File: config.mk
export PLATFORM = sky130hd
export DESIGN_NAME = dpa_top
export DESIGN_NICKNAME = d
export VERILOG_FILES = /design/src/design/dpa_pkg.sv /design/src/design/scan_if.sv /design/src/design/dpa_ctrl.sv /design/src/design/pixel_scan.sv /design/src/design/addr_gen.sv /design/src/design/pixel_avg.sv /design/src/design/time_keeper.sv /design/src/design/glyph_render.sv /design/src/design/dpa_top.sv
export SDC_FILE = /design/constraint.sdc
export NUM_CORES = 1
export LEC_CHECK = 0
export ABC_AREA = 0
export BUFFER_PORTS_ARGS = -buffer_cell sky130_fd_sc_hd__buf_2
export CORE_ASPECT_RATIO = 0.8
export CORE_MARGIN = 3
export CORE_UTILIZATION = 65
export CTS_CLUSTER_SIZE = 30
export DETAILED_ROUTE_END_ITERATION = 10
export GPL_TIMING_DRIVEN = 0
export PLACE_DENSITY = 0.95
export SLEW_MARGIN = 25
export SYNTH_ARGS = -nofsm -noshare
export SYNTH_HDL_FRONTEND = slang
export SYNTH_SLANG_ARGS = --single-unit
File: constraint.sdc
create_clock -name clk -period 14.91 [get_ports clk]
set_clock_uncertainty 0.05 [all_clocks]
set_input_delay 0.7455 -clock clk [delete_from_list [all_inputs] [get_ports clk]]
set_output_delay 0.7455 -clock clk [all_outputs]
set_load 0.005 [all_outputs]
File: src/design/dpa_pkg.sv
// shared widths, frame geometry, header layout and types for the photo frame renderer
package dpa_pkg;

    localparam int addr_w    = 20;
    localparam int data_w    = 24;
    localparam int cr_addr_w = 9;

    // glyph cell, 13 columns by 24 rows
    localparam int glyph_w = 13;
    localparam int glyph_h = 24;

    localparam int frame_dim = 256;

    // the clock text fills the lower right corner
    localparam int clk_x0     = 152;
    localparam int clk_y0     = 232;
    localparam int colon_code = 10;

    localparam int slot_len = 5;

    // header words, photo k descriptor sits at 2k+1 and 2k+2
    localparam int hdr_time  = 0;
    localparam int hdr_frame = 1;
    localparam int hdr_count = 2;

    localparam int size_512_bit = 9;
    localparam int size_256_bit = 8;

    typedef enum logic [1:0] {
        load_hdr,
        load_photo,
        render,
        idle
    } ctrl_state_t;

    typedef struct packed {
        logic [7:0] r;
        logic [7:0] g;
        logic [7:0] b;
    } pixel_t;

endpackage

File: src/design/scan_if.sv
// pixel position and slot phase, driven by the scanner and read by the datapath blocks
interface scan_if;

    logic [7:0] x;
    logic [7:0] y;
    logic [2:0] phase;
    logic       in_clock;
    logic       slot_end;
    logic       last_pixel;

    modport source (output x, y, phase, in_clock, slot_end, last_pixel);

    modport sink (input x, y, phase, in_clock, slot_end, last_pixel);

endinterface

File: src/design/dpa_ctrl.sv
// controller FSM, reads the header and photo descriptors, runs frames and takes ticks
module dpa_ctrl (
    input  logic                       clk,
    input  logic                       reset,
    input  logic                       sec_tick,
    input  logic [dpa_pkg::data_w-1:0] im_q,
    scan_if.sink                       scan,
    output logic [dpa_pkg::addr_w-1:0] ctrl_a,
    output logic                       ctrl_read,
    output logic                       scan_run,
    output logic                       scan_clear,
    output logic                       time_load,
    output logic                       time_adv,
    output logic [dpa_pkg::addr_w-1:0] frame_start,
    output logic [dpa_pkg::addr_w-1:0] photo_start,
    output logic                       photo_big,
    output logic                       frame_done
);

    dpa_pkg::ctrl_state_t state;

    logic [2:0]                 cnt;
    logic [7:0]                 photo_count;
    logic [7:0]                 photo_idx;
    logic                       issue;
    logic                       rd_valid_q;
    logic [dpa_pkg::addr_w-1:0] rd_addr_q;
    logic [dpa_pkg::addr_w-1:0] photo_base;

    assign photo_base = dpa_pkg::addr_w'({photo_idx, 1'b1});

    assign ctrl_read  = (state != dpa_pkg::render);
    assign scan_run   = (state == dpa_pkg::render);
    assign scan_clear = (state == dpa_pkg::load_hdr) || (state == dpa_pkg::load_photo);
    assign time_load  = rd_valid_q && (rd_addr_q == dpa_pkg::addr_w'(dpa_pkg::hdr_time));

    always_comb begin
        issue  = 1'b0;
        ctrl_a = '0;
        case (state)
            dpa_pkg::load_hdr: begin
                issue  = 1'b1;
                ctrl_a = dpa_pkg::addr_w'(cnt);
            end
            dpa_pkg::load_photo: begin
                issue  = (cnt < 3'd2);
                ctrl_a = photo_base + dpa_pkg::addr_w'(cnt[0]);
            end
            default: begin
                issue = 1'b0;
            end
        endcase
    end

    always_ff @(posedge clk or posedge reset) begin
        if (reset) begin
            state       <= dpa_pkg::load_hdr;
            cnt         <= '0;
            photo_idx   <= 8'd1;
            photo_count <= '0;
            rd_valid_q  <= 1'b0;
            rd_addr_q   <= '0;
            time_adv    <= 1'b0;
            frame_done  <= 1'b0;
            frame_start <= '0;
            photo_start <= '0;
            photo_big   <= 1'b0;
        end else begin
            rd_valid_q <= issue;
            rd_addr_q  <= ctrl_a;
            time_adv   <= 1'b0;
            frame_done <= 1'b0;

            // memory data lags the address by a cycle
            if (rd_valid_q) begin
                if (rd_addr_q == dpa_pkg::addr_w'(dpa_pkg::hdr_frame)) begin
                    frame_start <= im_q[dpa_pkg::addr_w-1:0];
                end else if (rd_addr_q == dpa_pkg::addr_w'(dpa_pkg::hdr_count)) begin
                    photo_count <= im_q[7:0];
                end else if (rd_addr_q > dpa_pkg::addr_w'(dpa_pkg::hdr_count)) begin
                    if (rd_addr_q[0]) begin
                        photo_start <= im_q[dpa_pkg::addr_w-1:0];
                    end else begin
                        photo_big <= im_q[dpa_pkg::size_512_bit] & ~im_q[dpa_pkg::size_256_bit];
                    end
                end
            end

            case (state)
                dpa_pkg::load_hdr: begin
                    cnt <= cnt + 3'd1;
                    if (cnt == 3'd4) begin
                        cnt   <= '0;
                        state <= dpa_pkg::render;
                    end
                end
                dpa_pkg::load_photo: begin
                    cnt <= cnt + 3'd1;
                    if (cnt == 3'd2) begin
                        cnt   <= '0;
                        state <= dpa_pkg::render;
                    end
                end
                dpa_pkg::render: begin
                    if (scan.slot_end && scan.last_pixel) begin
                        state      <= dpa_pkg::idle;
                        frame_done <= 1'b1;
                    end
                end
                default: begin
                    if (sec_tick) begin
                        state    <= dpa_pkg::load_photo;
                        time_adv <= 1'b1;
                        // wrap back to photo 1 after the last one
                        photo_idx <= (photo_idx >= photo_count) ? 8'd1 : photo_idx + 8'd1;
                    end
                end
            endcase
        end
    end

endmodule

File: src/design/pixel_scan.sv
// raster scanner, steps the slot phase and then the frame position, flags the clock region
module pixel_scan (
    input  logic  clk,
    input  logic  reset,
    input  logic  scan_run,
    input  logic  scan_clear,
    scan_if.source scan
);

    logic phase_last;

    assign phase_last = (scan.phase == 3'(dpa_pkg::slot_len - 1));

    always_ff @(posedge clk or posedge reset) begin
        if (reset) begin
            scan.x     <= '0;
            scan.y     <= '0;
            scan.phase <= '0;
        end else if (scan_clear) begin
            scan.x     <= '0;
            scan.y     <= '0;
            scan.phase <= '0;
        end else if (scan_run) begin
            if (phase_last) begin
                scan.phase <= '0;
                scan.x     <= scan.x + 8'd1;
                // x wraps on its own at the row end
                if (scan.x == 8'(dpa_pkg::frame_dim - 1)) begin
                    scan.y <= scan.y + 8'd1;
                end
            end else begin
                scan.phase <= scan.phase + 3'd1;
            end
        end
    end

    assign scan.slot_end = phase_last;

    assign scan.in_clock = (scan.x >= 8'(dpa_pkg::clk_x0)) &&
                           (scan.y >= 8'(dpa_pkg::clk_y0));

    assign scan.last_pixel = (scan.x == 8'(dpa_pkg::frame_dim - 1)) &&
                             (scan.y == 8'(dpa_pkg::frame_dim - 1));

endmodule

File: src/design/addr_gen.sv
// image memory address and write enable for each slot phase
module addr_gen (
    scan_if.sink                       scan,
    input  logic [dpa_pkg::addr_w-1:0] photo_start,
    input  logic [dpa_pkg::addr_w-1:0] frame_start,
    input  logic                       photo_big,
    input  logic [dpa_pkg::addr_w-1:0] ctrl_a,
    input  logic                       ctrl_read,
    output logic [dpa_pkg::addr_w-1:0] im_a,
    output logic                       im_wen
);

    logic [17:0] big_off;
    logic [15:0] pix_off;

    // (2y+dy)*512 + 2x+dx, phase bit 1 picks the row and bit 0 the column
    assign big_off = {scan.y, scan.phase[1], scan.x, scan.phase[0]};
    assign pix_off = {scan.y, scan.x};

    always_comb begin
        im_wen = 1'b1;
        if (ctrl_read) begin
            im_a = ctrl_a;
        end else if (scan.slot_end) begin
            im_a   = frame_start + dpa_pkg::addr_w'(pix_off);
            im_wen = 1'b0;
        end else if (photo_big) begin
            im_a = photo_start + dpa_pkg::addr_w'(big_off);
        end else begin
            // small photo reads the same word every phase, only phase 0 counts
            im_a = photo_start + dpa_pkg::addr_w'(pix_off);
        end
    end

endmodule

File: src/design/pixel_avg.sv
// channel sums over a slot, gives the 2x2 floor average or the copied source word
module pixel_avg (
    input  logic                       clk,
    input  logic                       reset,
    scan_if.sink                       scan,
    input  logic                       photo_big,
    input  logic [dpa_pkg::data_w-1:0] im_q,
    output dpa_pkg::pixel_t            src_pixel
);

    logic [2:0][9:0]              sum;
    logic [2:0][9:0]              total;
    logic [dpa_pkg::data_w-1:0]   avg_word;
    logic [dpa_pkg::data_w-1:0]   copy_word;

    always_comb begin
        for (int c = 0; c < 3; c++) begin
            total[c]           = sum[c] + 10'(im_q[8*c +: 8]);
            avg_word[8*c +: 8]  = total[c][9:2];
            copy_word[8*c +: 8] = sum[c][7:0];
        end
    end

    // word from phase k arrives in phase k+1
    always_ff @(posedge clk or posedge reset) begin
        if (reset) begin
            sum <= '0;
        end else if (scan.phase == 3'd0) begin
            sum <= '0;
        end else if (!scan.slot_end && (photo_big || scan.phase == 3'd1)) begin
            sum <= total;
        end
    end

    assign src_pixel = dpa_pkg::pixel_t'(photo_big ? avg_word : copy_word);

endmodule

File: src/design/time_keeper.sv
// hh:mm:ss counters loaded from the header and stepped once per tick, with decimal digits
module time_keeper (
    input  logic                       clk,
    input  logic                       reset,
    input  logic                       time_load,
    input  logic                       time_adv,
    input  logic [dpa_pkg::data_w-1:0] im_q,
    output logic [7:0][3:0]            digits
);

    logic [4:0] hours;
    logic [5:0] minutes;
    logic [5:0] seconds;
    logic [7:0] hour_bcd;
    logic [7:0] min_bcd;
    logic [7:0] sec_bcd;

    function automatic logic [7:0] split_bcd(input logic [5:0] v);
        logic [3:0] tens;
        logic [3:0] units;
        tens  = 4'(v / 6'd10);
        units = 4'(v % 6'd10);
        return {tens, units};
    endfunction

    assign hour_bcd = split_bcd(6'(hours));
    assign min_bcd  = split_bcd(minutes);
    assign sec_bcd  = split_bcd(seconds);

    always_ff @(posedge clk or posedge reset) begin
        if (reset) begin
            hours   <= '0;
            minutes <= '0;
            seconds <= '0;
        end else if (time_load) begin
            hours   <= im_q[20:16];
            minutes <= im_q[13:8];
            seconds <= im_q[5:0];
        end else if (time_adv) begin
            if (seconds == 6'd59) begin
                seconds <= '0;
                if (minutes == 6'd59) begin
                    minutes <= '0;
                    hours   <= (hours == 5'd23) ? 5'd0 : hours + 5'd1;
                end else begin
                    minutes <= minutes + 6'd1;
                end
            end else begin
                seconds <= seconds + 6'd1;
            end
        end
    end

    // left to right as drawn
    always_ff @(posedge clk or posedge reset) begin
        if (reset) begin
            digits <= '0;
        end else begin
            digits[0] <= hour_bcd[7:4];
            digits[1] <= hour_bcd[3:0];
            digits[2] <= 4'(dpa_pkg::colon_code);
            digits[3] <= min_bcd[7:4];
            digits[4] <= min_bcd[3:0];
            digits[5] <= 4'(dpa_pkg::colon_code);
            digits[6] <= sec_bcd[7:4];
            digits[7] <= sec_bcd[3:0];
        end
    end

endmodule

File: src/design/glyph_render.sv
// character ROM lookup for the clock text and final pixel select for the frame write
module glyph_render (
    input  logic                          clk,
    input  logic                          reset,
    scan_if.sink                          scan,
    input  logic [7:0][3:0]               digits,
    input  logic [dpa_pkg::glyph_w-1:0]   cr_q,
    input  dpa_pkg::pixel_t               src_pixel,
    output logic [dpa_pkg::cr_addr_w-1:0] cr_a,
    output logic [dpa_pkg::data_w-1:0]    im_d
);

    logic [7:0] rel_x;
    logic [2:0] char_idx;
    logic [3:0] col;
    logic [4:0] row;
    logic [3:0] col_q;
    logic       pix_on;

    assign rel_x    = scan.x - 8'(dpa_pkg::clk_x0);
    assign char_idx = 3'(rel_x / 8'(dpa_pkg::glyph_w));
    assign col      = 4'(rel_x % 8'(dpa_pkg::glyph_w));
    assign row      = 5'(scan.y - 8'(dpa_pkg::clk_y0));

    // registered at the end of phase 2 so the ROM sees it in phase 3
    always_ff @(posedge clk or posedge reset) begin
        if (reset) begin
            cr_a  <= '0;
            col_q <= '0;
        end else if (scan.in_clock && scan.phase == 3'd2) begin
            cr_a  <= dpa_pkg::cr_addr_w'(dpa_pkg::glyph_h * digits[char_idx] + row);
            col_q <= col;
        end
    end

    // leftmost column is the msb of the glyph row
    assign pix_on = cr_q[4'(dpa_pkg::glyph_w - 1) - col_q];

    assign im_d = scan.in_clock ? {dpa_pkg::data_w{pix_on}} : src_pixel;

endmodule

File: src/design/dpa_top.sv
// top level of the photo frame renderer, memory and ROM ports go to the testbench models
module dpa_top (
    input  logic                          clk,
    input  logic                          reset,
    input  logic                          sec_tick,
    output logic [dpa_pkg::addr_w-1:0]    im_a,
    input  logic [dpa_pkg::data_w-1:0]    im_q,
    output logic [dpa_pkg::data_w-1:0]    im_d,
    output logic                          im_wen,
    output logic [dpa_pkg::cr_addr_w-1:0] cr_a,
    input  logic [dpa_pkg::glyph_w-1:0]   cr_q,
    output logic                          frame_done
);

    logic [dpa_pkg::addr_w-1:0] ctrl_a;
    logic                       ctrl_read;
    logic                       scan_run;
    logic                       scan_clear;
    logic                       time_load;
    logic                       time_adv;
    logic [dpa_pkg::addr_w-1:0] frame_start;
    logic [dpa_pkg::addr_w-1:0] photo_start;
    logic                       photo_big;
    logic [7:0][3:0]            digits;
    dpa_pkg::pixel_t            src_pixel;

    scan_if scan ();

    dpa_ctrl dpa_ctrl_i (
        .clk         (clk),
        .reset       (reset),
        .sec_tick    (sec_tick),
        .im_q        (im_q),
        .scan        (scan.sink),
        .ctrl_a      (ctrl_a),
        .ctrl_read   (ctrl_read),
        .scan_run    (scan_run),
        .scan_clear  (scan_clear),
        .time_load   (time_load),
        .time_adv    (time_adv),
        .frame_start (frame_start),
        .photo_start (photo_start),
        .photo_big   (photo_big),
        .frame_done  (frame_done)
    );

    pixel_scan pixel_scan_i (
        .clk        (clk),
        .reset      (reset),
        .scan_run   (scan_run),
        .scan_clear (scan_clear),
        .scan       (scan.source)
    );

    addr_gen addr_gen_i (
        .scan        (scan.sink),
        .photo_start (photo_start),
        .frame_start (frame_start),
        .photo_big   (photo_big),
        .ctrl_a      (ctrl_a),
        .ctrl_read   (ctrl_read),
        .im_a        (im_a),
        .im_wen      (im_wen)
    );

    pixel_avg pixel_avg_i (
        .clk       (clk),
        .reset     (reset),
        .scan      (scan.sink),
        .photo_big (photo_big),
        .im_q      (im_q),
        .src_pixel (src_pixel)
    );

    time_keeper time_keeper_i (
        .clk       (clk),
        .reset     (reset),
        .time_load (time_load),
        .time_adv  (time_adv),
        .im_q      (im_q),
        .digits    (digits)
    );

    glyph_render glyph_render_i (
        .clk       (clk),
        .reset     (reset),
        .scan      (scan.sink),
        .digits    (digits),
        .cr_q      (cr_q),
        .src_pixel (src_pixel),
        .cr_a      (cr_a),
        .im_d      (im_d)
    );

endmodule

* After elaboration in Yosys (flattened, before gate mapping)
Cells that the tools add are included.
** Word-level totals
- Bits in registers :: 189
- Bits in latches :: 0
- Memory bits (writable) :: 0
- ROM bits :: 0
- Input port bits :: 40
- Output and inout port bits :: 55
- Logic and storage cells :: 170
- Memories kept :: 0
** Cells by class
- $add $sub $neg :: 19
- $mul :: 1
- Div/mod/pow operators :: 8
- Magnitude comparators :: 7
- Equality and inequality tests :: 18
- Shifts and indexed selects :: 0
- Mux-type cells :: 50
- Bitwise logic cells :: 6
- Reduce and logical (&&, ||, !) cells :: 32
** Operators by type and width (count)
- two-way mux 8 bit :: 8
- two-way mux 20 bit :: 3
- two-way mux 30 bit :: 2
- two-way mux 24 bit :: 2
- two-way mux 6 bit :: 7
- adder 20 x 16 -> 20 bit :: 2
- one-hot mux 20 bit (2 select lines) :: 1
- adder 10 x 8 -> 10 bit :: 3
- two-way mux 5 bit :: 5
- adder 8 x 1 -> 8 bit (second input constant) :: 3
- adder 20 x 18 -> 20 bit :: 1
- equality test 20 x 1 -> 1 bit (second input constant) :: 1
- equality test 20 x 2 -> 1 bit (second input constant) :: 1
- greater-than comparator 20 x 2 -> 1 bit (second input constant) :: 1
- zero test 20 bit :: 1
- equality test 8 bit (second input constant) :: 2
- >= comparator 8 bit (second input constant) :: 2
- nonzero test 2 bit :: 8
- two-way mux 3 bit :: 5
- adder 6 x 1 -> 6 bit (second input constant) :: 2
- binary-select mux 4 bit (select 3 bit) :: 1
- divider 6 x 4 -> 6 bit (second input constant) :: 2
- equality test 6 bit (second input constant) :: 2
- remainder unit 6 x 4 -> 6 bit (second input constant) :: 2
- 43 further kinds :: 74

* Depth between registers and ports, before layout
Gate-level depths: netlist of the first run.
- Word-level depth :: 6
- Mapped depth :: 34
- Gate-level depth less buffers :: 29

* Cells and area by module
Synthesis of the first run repeated with hierarchy kept, for this count alone.
** Second synthesis, totals
- Cell total of the unflattened synthesis :: 1644
- Area, all modules :: 14856.7 sq um
** Modules (own cells, without submodules)
- dpa_ctrl :: instances 1, cells each 278, area an instance 3494.6 sq um, sequential area each 1878.1 sq um
- glyph_render :: instances 1, cells each 359, area an instance 2805.2 sq um, sequential area each 325.3 sq um
- pixel_avg :: instances 1, cells each 270, area an instance 2542.4 sq um, sequential area each 750.7 sq um
- time_keeper :: instances 1, cells each 285, area an instance 2538.7 sq um, sequential area each 950.9 sq um
- addr_gen :: instances 1, cells each 339, area an instance 2421.1 sq um, sequential area each 0.0 sq um
- pixel_scan :: instances 1, cells each 113, area an instance 1054.8 sq um, sequential area each 475.5 sq um

* Worst setup path after synthesis of the first run
Ideal clock, no wire load.
- Kind :: register -> register
- Start point :: reg pixel_scan_i.scan.x[3]
- End point :: reg glyph_render_i.cr_a[8] (netlist bit)
- Setup time :: 0.131 ns
- Arrival :: 6.782 ns
- Data required time :: 14.729 ns
- Slack :: 7.947 ns
- Stages on the path, launching flop included :: 32
- Buffers on the path :: 3
- Period minus slack after synthesis :: 6.963 ns
- Cells stage by stage :: dfrtp_1 -> buf_2 -> clkinv_1 -> ha_1 -> inv_1 -> ha_1 -> o22a_1 -> and2_1 -> a221oi_1 -> mux2i_1 -> o211ai_1 -> o32ai_2 -> o21a_1 -> xnor2_1 -> ha_1 -> nand2b_1 -> a41oi_1 -> buf_6 -> buf_2 -> mux2i_1 -> nand2_1 -> o211ai_1 -> o21ai_0 -> ha_1 -> fa_1 -> nand2_1 -> nor2_1 -> nand3_1 -> or3_1 -> nand3_1 -> xor2_1 -> o21ai_1
** On the way
- Cells in the longest elaborated chain, start to end :: 6
- Elaborated cells on any way between the ends :: 9
- Those cells by class :: add/sub (2); mul (1); div (1); order compare (1); mux (2); reduce/logical (2)
** Ends and longest elaborated chain
- start, declared :: line scan_if.sv:11 : modport source (output x, y, phase, in_clock, slot_end, last_pixel);
- start signal, assigned :: line pixel_scan.sv:26 : scan.x <= scan.x + 8'd1;
- subtractor 8 bit :: line glyph_render.sv:20 : assign rel_x = scan.x - 8'(dpa_pkg::clk_x0);
- divider 8 x 4 -> 8 bit :: line glyph_render.sv:21 : assign char_idx = 3'(rel_x / 8'(dpa_pkg::glyph_w));
- binary-select mux 4 bit (select 3 bit) :: line glyph_render.sv:31 : cr_a <= dpa_pkg::cr_addr_w'(dpa_pkg::glyph_h * digits[char_idx] + row);
- two-way mux 4 bit (implied by the code) :: line glyph_render.sv:31
- multiplier 2 x 4 -> 6 bit :: line glyph_render.sv:31
- adder 9 x 5 -> 9 bit :: line glyph_render.sv:31
- end signal, assigned :: line glyph_render.sv:31
- end, declared :: line glyph_render.sv:9 : output logic [dpa_pkg::cr_addr_w-1:0] cr_a,
Parallel ways exist; a longest one is shown, timed or not. The select of a mux whose other input is x is not followed.
A chain may end at the register's enable or synchronous reset.

* Final worst setup path of the first run
Same ends and word-level chain as after synthesis.

==> summary.txt, run 1 <==
Status -> finished, final reports clean
RR Endpoint -> glyph_render_i.cr_a[8]$_DFFE_PP0P_
Hpwl dp -> 26190 um
Worst R2R Start -> pixel_scan_i.scan.x[3]$_DFFE_PP0P_
Synthesized cell area -> 12900 um^2
Finished Cell Area -> 14300 um^2
Seq/Total Area, Yosys -> 33.97%
Die area -> 21580 um^2
Site Rows -> 45
DR DRC count -> 0
Compound-cell area share of the yosys netlist -> 18.63%
Fin cells -> 1841
TritonCTS clock tree -> yes
WL final -> 36440 um
Drt via density -> 6.419
Main combinational cell family by area after synthesis -> compound AO/OA/AOI/OAI gates
# clock sinks -> 175
Worst Path Required -> 15180 ps
Final Hold Viols -> 0
Post-DR wirelength/cell -> 19.80 um
Setup Fix Bufs, Post-CTS -> 0
Synth Net Count -> 1613
Worst path most repeated cell -> ha_1
PD cells -> 97.82 nW/um^2
Global route overflow -> 0
CP max stage delay -> 580 ps
Slew Limit Fails -> 0
Worst hold margin -> 323.3 ps
WL met3 -> 3660 um
Avg Inst Size Synth -> 8.863 um^2
Placed Cells -> 1808
Vias in the first global route -> 11709
CTS buffer count -> 17
Setup WS post-layout -> 6313 ps
WS Path Type -> register to register
Share of the synthesized area in the top cell type -> 33.76%
Leading area contributor after synthesis -> dfrtp_1
Via count -> 11818
Met1 wire length -> 14260 um
Tightest Pin Transition -> 907.2 ps
Pin count of the biggest net entering global routing -> 97
Mux share of post-synthesis cell area -> 8.354%
Final Wtd Congestion -> 0.9636
Worst path arrival time -> 8860 ps
DIE HEIGHT -> 132.0 um
Synth async-reset ratio -> 100.0%
Setup_tns -> 0 ps
Static Leakage -> 6.928 nW
Fraction of layout cells with a size suffix above 1 -> 13.83%
Ys Warns -> 0
Flop2flop setup slack -> 6310 ps
Gr usage total -> 33.58%
Antenna Nets Post-Route -> 0
Final Cycle Share -> 57.66%
Setup WS pre-CTS -> 6542 ps
Number of H-tree levels -> 4
Placed inst area -> 13720 um^2
Inserted Diodes -> 0
Clock buffer depth -> 2
HP Class -> input port to asynchronous set/reset pin
Slowest CP cell -> o32ai_2
Worst-path fanout max -> 10
CTS root buffer -> clkbuf_16
Fillers -> 1270
Gate Count Post-Synth -> 1455
FF+latch count, synth -> 175
Fraction of synthesized cell area in xor and xnor cells -> 6.830%
CP endpoint kind -> register
# setup viols final -> 0
Hold buffer count at CTS -> 0
Area grow syn2layout -> 10.91%
Total Power -> 1.399 mW
Maxcap violations -> 0
Final core occ -> 74.50%
Core area -> 19200 um^2
IO Pins -> 95
Synth cell types -> 80
Die X -> 163.5 um
Post-synth top flop -> dfrtp_1
Post-synth EDFFs -> 0
Clk Latency, worst-skew pair -> 450 ps
Reg clk slew, reported paths -> 70 ps
RSZ-0062 raised after global routing -> false
Worst VDD drop -> 0.1367 mV
Highest metal used -> met4
Pre-antenna DRT Iters -> 7
Post_cts resized -> 0
Post-Synth Simple-Gate Area -> 15.56%
Global-route wire length before repair -> 58090 um
Initial DRC Count -> 1307
Startpoint Class -> register
Initial core utilization -> 67.17%
Register-to-Register Path Depth -> 32
Fmax -> 116.3 MHz
Top post-synthesis cells by area -> dfrtp_1, ha_1, mux2_2, o21ai_0, xnor2_1
Tmin final -> 8597 ps
Top-count cell post-synth -> dfrtp_1
Initial antenna violation count -> 0
Metal2 WL -> 17110 um
Synth Area in Adders -> 11.86%
Post-synth top cells -> dfrtp_1, nand2_1, o21ai_0
Worst rel slew slack -> 39.24%
Final net count -> 1728
Number of port buffers -> 94
[cell type report]
| cell class | count | area [um^2] | share of cell area, % |
|---|---|---|---|
| clock buffers | 19 | 442.9 | 3.097 |
| repair buffers | 96 | 503.0 | 3.516 |
| inverters | 94 | 360.3 | 2.519 |
| multi-input cells | 1122 | 7900 | 55.23 |
| clock inverters | 13 | 131.4 | 0.9185 |
| plain buffers | 64 | 262.8 | 1.837 |
| flip-flops and latches | 175 | 4380 | 30.62 |
| well taps | 258 | 322.8 | 2.257 |
[cells in the final DEF, fill, tap and decap left out, drive strengths merged, types with 11 or more instances in the layout]
cell	Yosys	final
nand2	121	121
and3	11	11
ha	111	111
buf	14	109
nand3	29	29
nor2b	25	25
o21ai	124	124
xor2	30	30
dfrtp	174	174
a22o	20	20
nand4	16	16
nor3	32	32
mux2	60	60
a21boi	11	11
nand2b	19	19
a31oi	11	11
nor2	113	113
o21bai	11	11
a21oi	114	114
inv	93	97
xnor2	68	68
clkbuf	50	70
mux2i	33	33
and2	24	24
a21o	20	20
[sequential cells by signal (all words and copies together) (netlist names), 5 cells and up]
name	cells
time_keeper_i.minutes	6
pixel_scan_i.scan.x	8
time_keeper_i.digits	21
pixel_scan_i.scan.y	8
time_keeper_i.seconds	6
pixel_avg_i.copy_word	24
dpa_ctrl_i.photo_start	20
dpa_ctrl_i.rd_addr_q	10
dpa_ctrl_i.frame_start	20
dpa_ctrl_i.photo_count	8
glyph_render_i.cr_a	9
pixel_avg_i.sum	6
time_keeper_i.hours	5
dpa_ctrl_i.photo_idx	8
[critical path: cells and delay by family, from the launching register on]
kind                       cells  cell delay, ps
adders and majority gates      5            1950
AOI/OAI and AO/OA              7            1940
and+or+nand+nor               10            1810
buffers and inverters          6            1400
muxes                          2             520
DFF                            1             400
xor gates and xnor gates       2             390
[worst max path at each step]
stage                                            start                                 end  slack (ps)  cells after the start
global placement    pixel_scan_i.scan.x[3]$_DFFE_PP0P_  glyph_render_i.cr_a[8]$_DFFE_PP0P_        6870                     31
finish              pixel_scan_i.scan.x[3]$_DFFE_PP0P_  glyph_render_i.cr_a[8]$_DFFE_PP0P_        6310                     32
global route        pixel_scan_i.scan.x[3]$_DFFE_PP0P_  glyph_render_i.cr_a[8]$_DFFE_PP0P_        5820                     32
CTS                 pixel_scan_i.scan.x[3]$_DFFE_PP0P_  glyph_render_i.cr_a[8]$_DFFE_PP0P_        6340                     31
floorplan           pixel_scan_i.scan.x[3]$_DFFE_PP0P_  glyph_render_i.cr_a[8]$_DFFE_PP0P_        7950                     31
detailed placement  pixel_scan_i.scan.x[3]$_DFFE_PP0P_  glyph_render_i.cr_a[8]$_DFFE_PP0P_        6540                     31
[routing by layer]
layer / vias up / global-route usage [%]
met5: - / 0
met4: 0 / 14.61
met3: 127 / 7.632
met2: 680 / 54.51
met1: 5643 / 43.25
li1: 5368 / -
[cell families (layout without fill, tap and decap cells)]
logic type | Yosys count | after routing
multiplexers | 96 | 96
XOR/XNOR | 99 | 99
AND/OR/NAND/NOR | 421 | 421
buffers and inverters | 158 | 286
adder cells (fa/ha/maj) | 118 | 118
other | 1 | 1
AO/OA/AOI/OAI | 387 | 387
flip-flops | 175 | 175
[where the power goes]
part           switching (mW)  internal [mW]
Sequential             0.0327          0.507
Combinational           0.215          0.195
Clock                   0.211          0.239
Note: power is estimated with default switching activity, not from simulation.
==> inputs of run 2 (changes only) <==
--- a/config.mk
+++ b/config.mk
@@ -9,11 +9,11 @@
 export BUFFER_PORTS_ARGS = -buffer_cell sky130_fd_sc_hd__buf_2
 export CORE_ASPECT_RATIO = 0.8
 export CORE_MARGIN = 3
-export CORE_UTILIZATION = 65
+export CORE_UTILIZATION = 56
 export CTS_CLUSTER_SIZE = 30
 export DETAILED_ROUTE_END_ITERATION = 10
 export GPL_TIMING_DRIVEN = 0
-export PLACE_DENSITY = 0.95
+export PLACE_DENSITY = 0.89
 export SLEW_MARGIN = 25
 export SYNTH_ARGS = -nofsm -noshare
 export SYNTH_HDL_FRONTEND = slang
==> constraint.sdc (replaced) <==
create_clock -name clk -period 7.61 [get_ports clk]
set_clock_uncertainty 0.05 [all_clocks]
set_input_delay 0.3805 -clock clk [delete_from_list [all_inputs] [get_ports clk]]
set_output_delay 0.3805 -clock clk [all_outputs]
set_load 0.005 [all_outputs]
==> run 2 against run 1 <==
Effect of this change:
- the run now ends with negative hold slack left
- die area increased by 15%
- largest cell class unchanged
- final cell count rose by 3.0%
- critical path depth down 2
- first-iteration DRC count increased by 7.0%
- clock power grew 93%
- critical path type unchanged
- largest power group unchanged
==> summary.txt, run 2 (synthesis gave the netlist of run 1 again) <==
Pint -> 1.846 mW (+96%)
# setup viols final -> 0 (unchanged)
DR DRC count -> 0 (unchanged)
Tmin final -> 7242 ps (-1354 ps)
TritonCTS clock tree -> yes
Global route overflow -> 0 (unchanged)
Antenna Nets Post-Route -> 0 (unchanged)
DIE HEIGHT -> 141.7 um (+7.4%)
Multi-input logic area -> 7975 um^2 (+0.95%)
Initial DRC Count -> 1398 (+7.0%)
Status -> finished with violations
Finished Cell Area -> 14510 um^2 (+1.4%)
Setup WS pre-CTS -> -830.3 ps (-7372 ps)
Worst R2R Start -> pixel_scan_i.scan.x[4]$_DFFE_PP0P_
Hold buffer count at CTS -> 0 (unchanged)
Slew Limit Fails -> 0 (unchanged)
Register-to-Register Path Depth -> 30 (-6.3%)
Worst rel slew slack -> 40.62% (+1.4 points)
Pre-antenna DRT Iters -> 6 (-1)
Slowest CP cell -> fa_1
FF+latch area -> 4382 um^2 (about the same)
Fillers -> 1820 (+43%)
NetSw -> 0.8747 mW (+91%)
Core area -> 22560 um^2 (+18%)
Hpwl dp -> 26110 um (-0.30%)
Worst Path Required -> 7880 ps (-7300 ps)
Clk Latency, worst-skew pair -> 450 ps (about the same)
Final core occ -> 64.31% (-10 points)
Fmax -> 138.1 MHz (+19%)
Vias in the first global route -> 11510 (-1.7%)
Final Wtd Congestion -> 0.9543 (-0.97%)
Flop2flop setup slack -> 370 ps (-5950 ps)
Worst path arrival time -> 7520 ps (-1340 ps)
Drt via density -> 6.169 (-3.9%)
Fraction of layout cells with a size suffix above 1 -> 15.03% (+1.2 points)
Global-route wire length before repair -> 57820 um (-0.48%)
Worst VDD drop -> 0.2537 mV (+86%)
Startpoint Class -> register
Area grow syn2layout -> 12.52%
Final net count -> 1735 (+0.41%)
CTS root buffer -> clkbuf_16
Worst hold margin -> -40.81 ps (-364.1 ps)
Setup_tns -> 0 ps (unchanged)
Pin count of the biggest net entering global routing -> 93 (-4.1%)
Worst path most repeated cell -> ha_1
Logic pwr share -> 29.4% (about the same)
Number of H-tree levels -> 4 (unchanged)
Crit-path leading delay family -> compound AO/OA/AOI/OAI gates
Failing checks -> negative hold slack
Placed inst area -> 13780 um^2 (+0.44%)
RSZ-0062 raised after global routing -> false
Commonest non-fill, non-tap cells in the layout -> dfrtp_1, nand2_1, o21ai_0
RR Endpoint -> glyph_render_i.cr_a[8]$_DFFE_PP0P_
CP endpoint kind -> register
Site Rows -> 49 (+8.9%)
Die X -> 175.7 um (+7.5%)
Fin cells -> 1896 (+3.0%)
Post-DR wirelength/cell -> 18.76 um (-5.2%)
CTS buffer count -> 17 (unchanged)
Flop pwr share -> 38.8% (+0.2 points)
HP Class -> input port to asynchronous set/reset pin
Gr usage total -> 28.80% (-4.8 points)
Initial antenna violation count -> 0 (unchanged)
WS Path Type -> register to register
Clock buffer depth -> 2 (unchanged)
Clock share of power -> 31.8% (-0.3 points)
Reg clk slew, reported paths -> 70 ps (about the same)
Inserted Diodes -> 0 (unchanged)
Worst setup path startpoint -> pixel_scan_i.scan.x[4]$_DFFE_PP0P_
Die area -> 24900 um^2 (+15%)
Final Cycle Share -> 95.17% (+38 points)
WL final -> 35580 um (-2.4%)
IO Pins -> 95 (unchanged)
Static Leakage -> 6.962 nW (+0.48%)
Maxcap violations -> 0 (unchanged)
Setup WS post-layout -> 367.6 ps (-5946 ps)
Number of port buffers -> 94 (unchanged)
Initial core utilization -> 57.16% (-10 points)
Most common cell after layout, fill and taps aside -> dfrtp_1
PD cells -> 187.5 nW/um^2 (+92%)
Max reg flops -> 24 (unchanged)
Buffers & Inverters on Critical Path -> 4 (-2)
Via count -> 11697 (-1.0%)
Worst-path fanout max -> 10 (unchanged)
# clock sinks -> 175 (unchanged)
CP max stage delay -> 550 ps (-30 ps)
Switching Share -> 32.15% (-0.60 points)
Tightest Pin Transition -> 890.7 ps (-16.49 ps)
Placed Cells -> 1856 (+2.7%)
Final Hold Viols -> 33 (+33)
## run 2: area by class of cell
cell class | count | area share [%]
repair buffers | 104 | 3.984
clock inverters | 11 | 0.7502
well taps | 306 | 2.639
inverters | 94 | 2.501
multi-input cells | 1122 | 54.96
clock buffers | 21 | 3.173
flip-flops and latches | 175 | 30.20
plain buffers | 63 | 1.794
## run 2: worst register-to-register path: cells and delay by family (launching register included)
family	cells	cell delay (ps)
DFF	1	510
buffers and inverters	4	650
adders and majority gates	5	1590
xor gates and xnor gates	3	440
AOI/OAI and AO/OA	9	1870
muxes	1	340
and+or+nand+nor	8	1650
## run 2: per-layer routing
layer | up-vias | part of all wire (%) | global-route usage, %
met4 | 0 | 2.9 | 9.788
met3 | 103 | 9.3 | 5.136
met1 | 5628 | 42 | 38.76
li1 | 5362 | - | -
met2 | 604 | 46 | 47.29
met5 | - | 0 | 0
## run 2: worst max path at each step
stage / endpoint / slack, ps / cells after the start
4_1_cts: glyph_render_i.cr_a[8]$_DFFE_PP0P_ / 40 / 31
5_1_grt: glyph_render_i.cr_a[8]$_DFFE_PP0P_ / 20 / 30
6_report: glyph_render_i.cr_a[8]$_DFFE_PP0P_ / 370 / 30
2_1_floorplan: glyph_render_i.cr_a[8]$_DFFE_PP0P_ / 650 / 31
3_5_place_dp: glyph_render_i.cr_a[8]$_DFFE_PP0P_ / -830 / 31
3_3_place_gp: glyph_render_i.cr_a[8]$_DFFE_PP0P_ / -480 / 31
## run 2: per-stage QoR
step / hold WS, ps / power, mW
floorplan: 362.8 / 1.585
global placement: 386.3 / 1.808
detailed placement: 411.8 / 1.845
CTS: 1.307 / 2.704
global route: 23.49 / 2.852
finish: -40.81 / 2.720
## run 2: repair_timing
item,4_1_cts,5_1_grt
endpoints found under the hold margin,0,0
pin swaps,2,0
setup endpoints to repair,5,2
setup buffers,2,7
resized for setup,9,10
## run 2: power by group through the flow
| stage | clock (mW) | combinational (mW) | sequential (mW) |
|---|---|---|---|
| final | 0.866 | 0.799 | 1.06 |
| after floorplan | 0 | 0.534 | 1.05 |
| after global routing | 0.902 | 0.887 | 1.06 |
| after CTS | 0.860 | 0.791 | 1.05 |
| after detailed placement | 0 | 0.778 | 1.07 |
| after global placement | 0 | 0.742 | 1.07 |
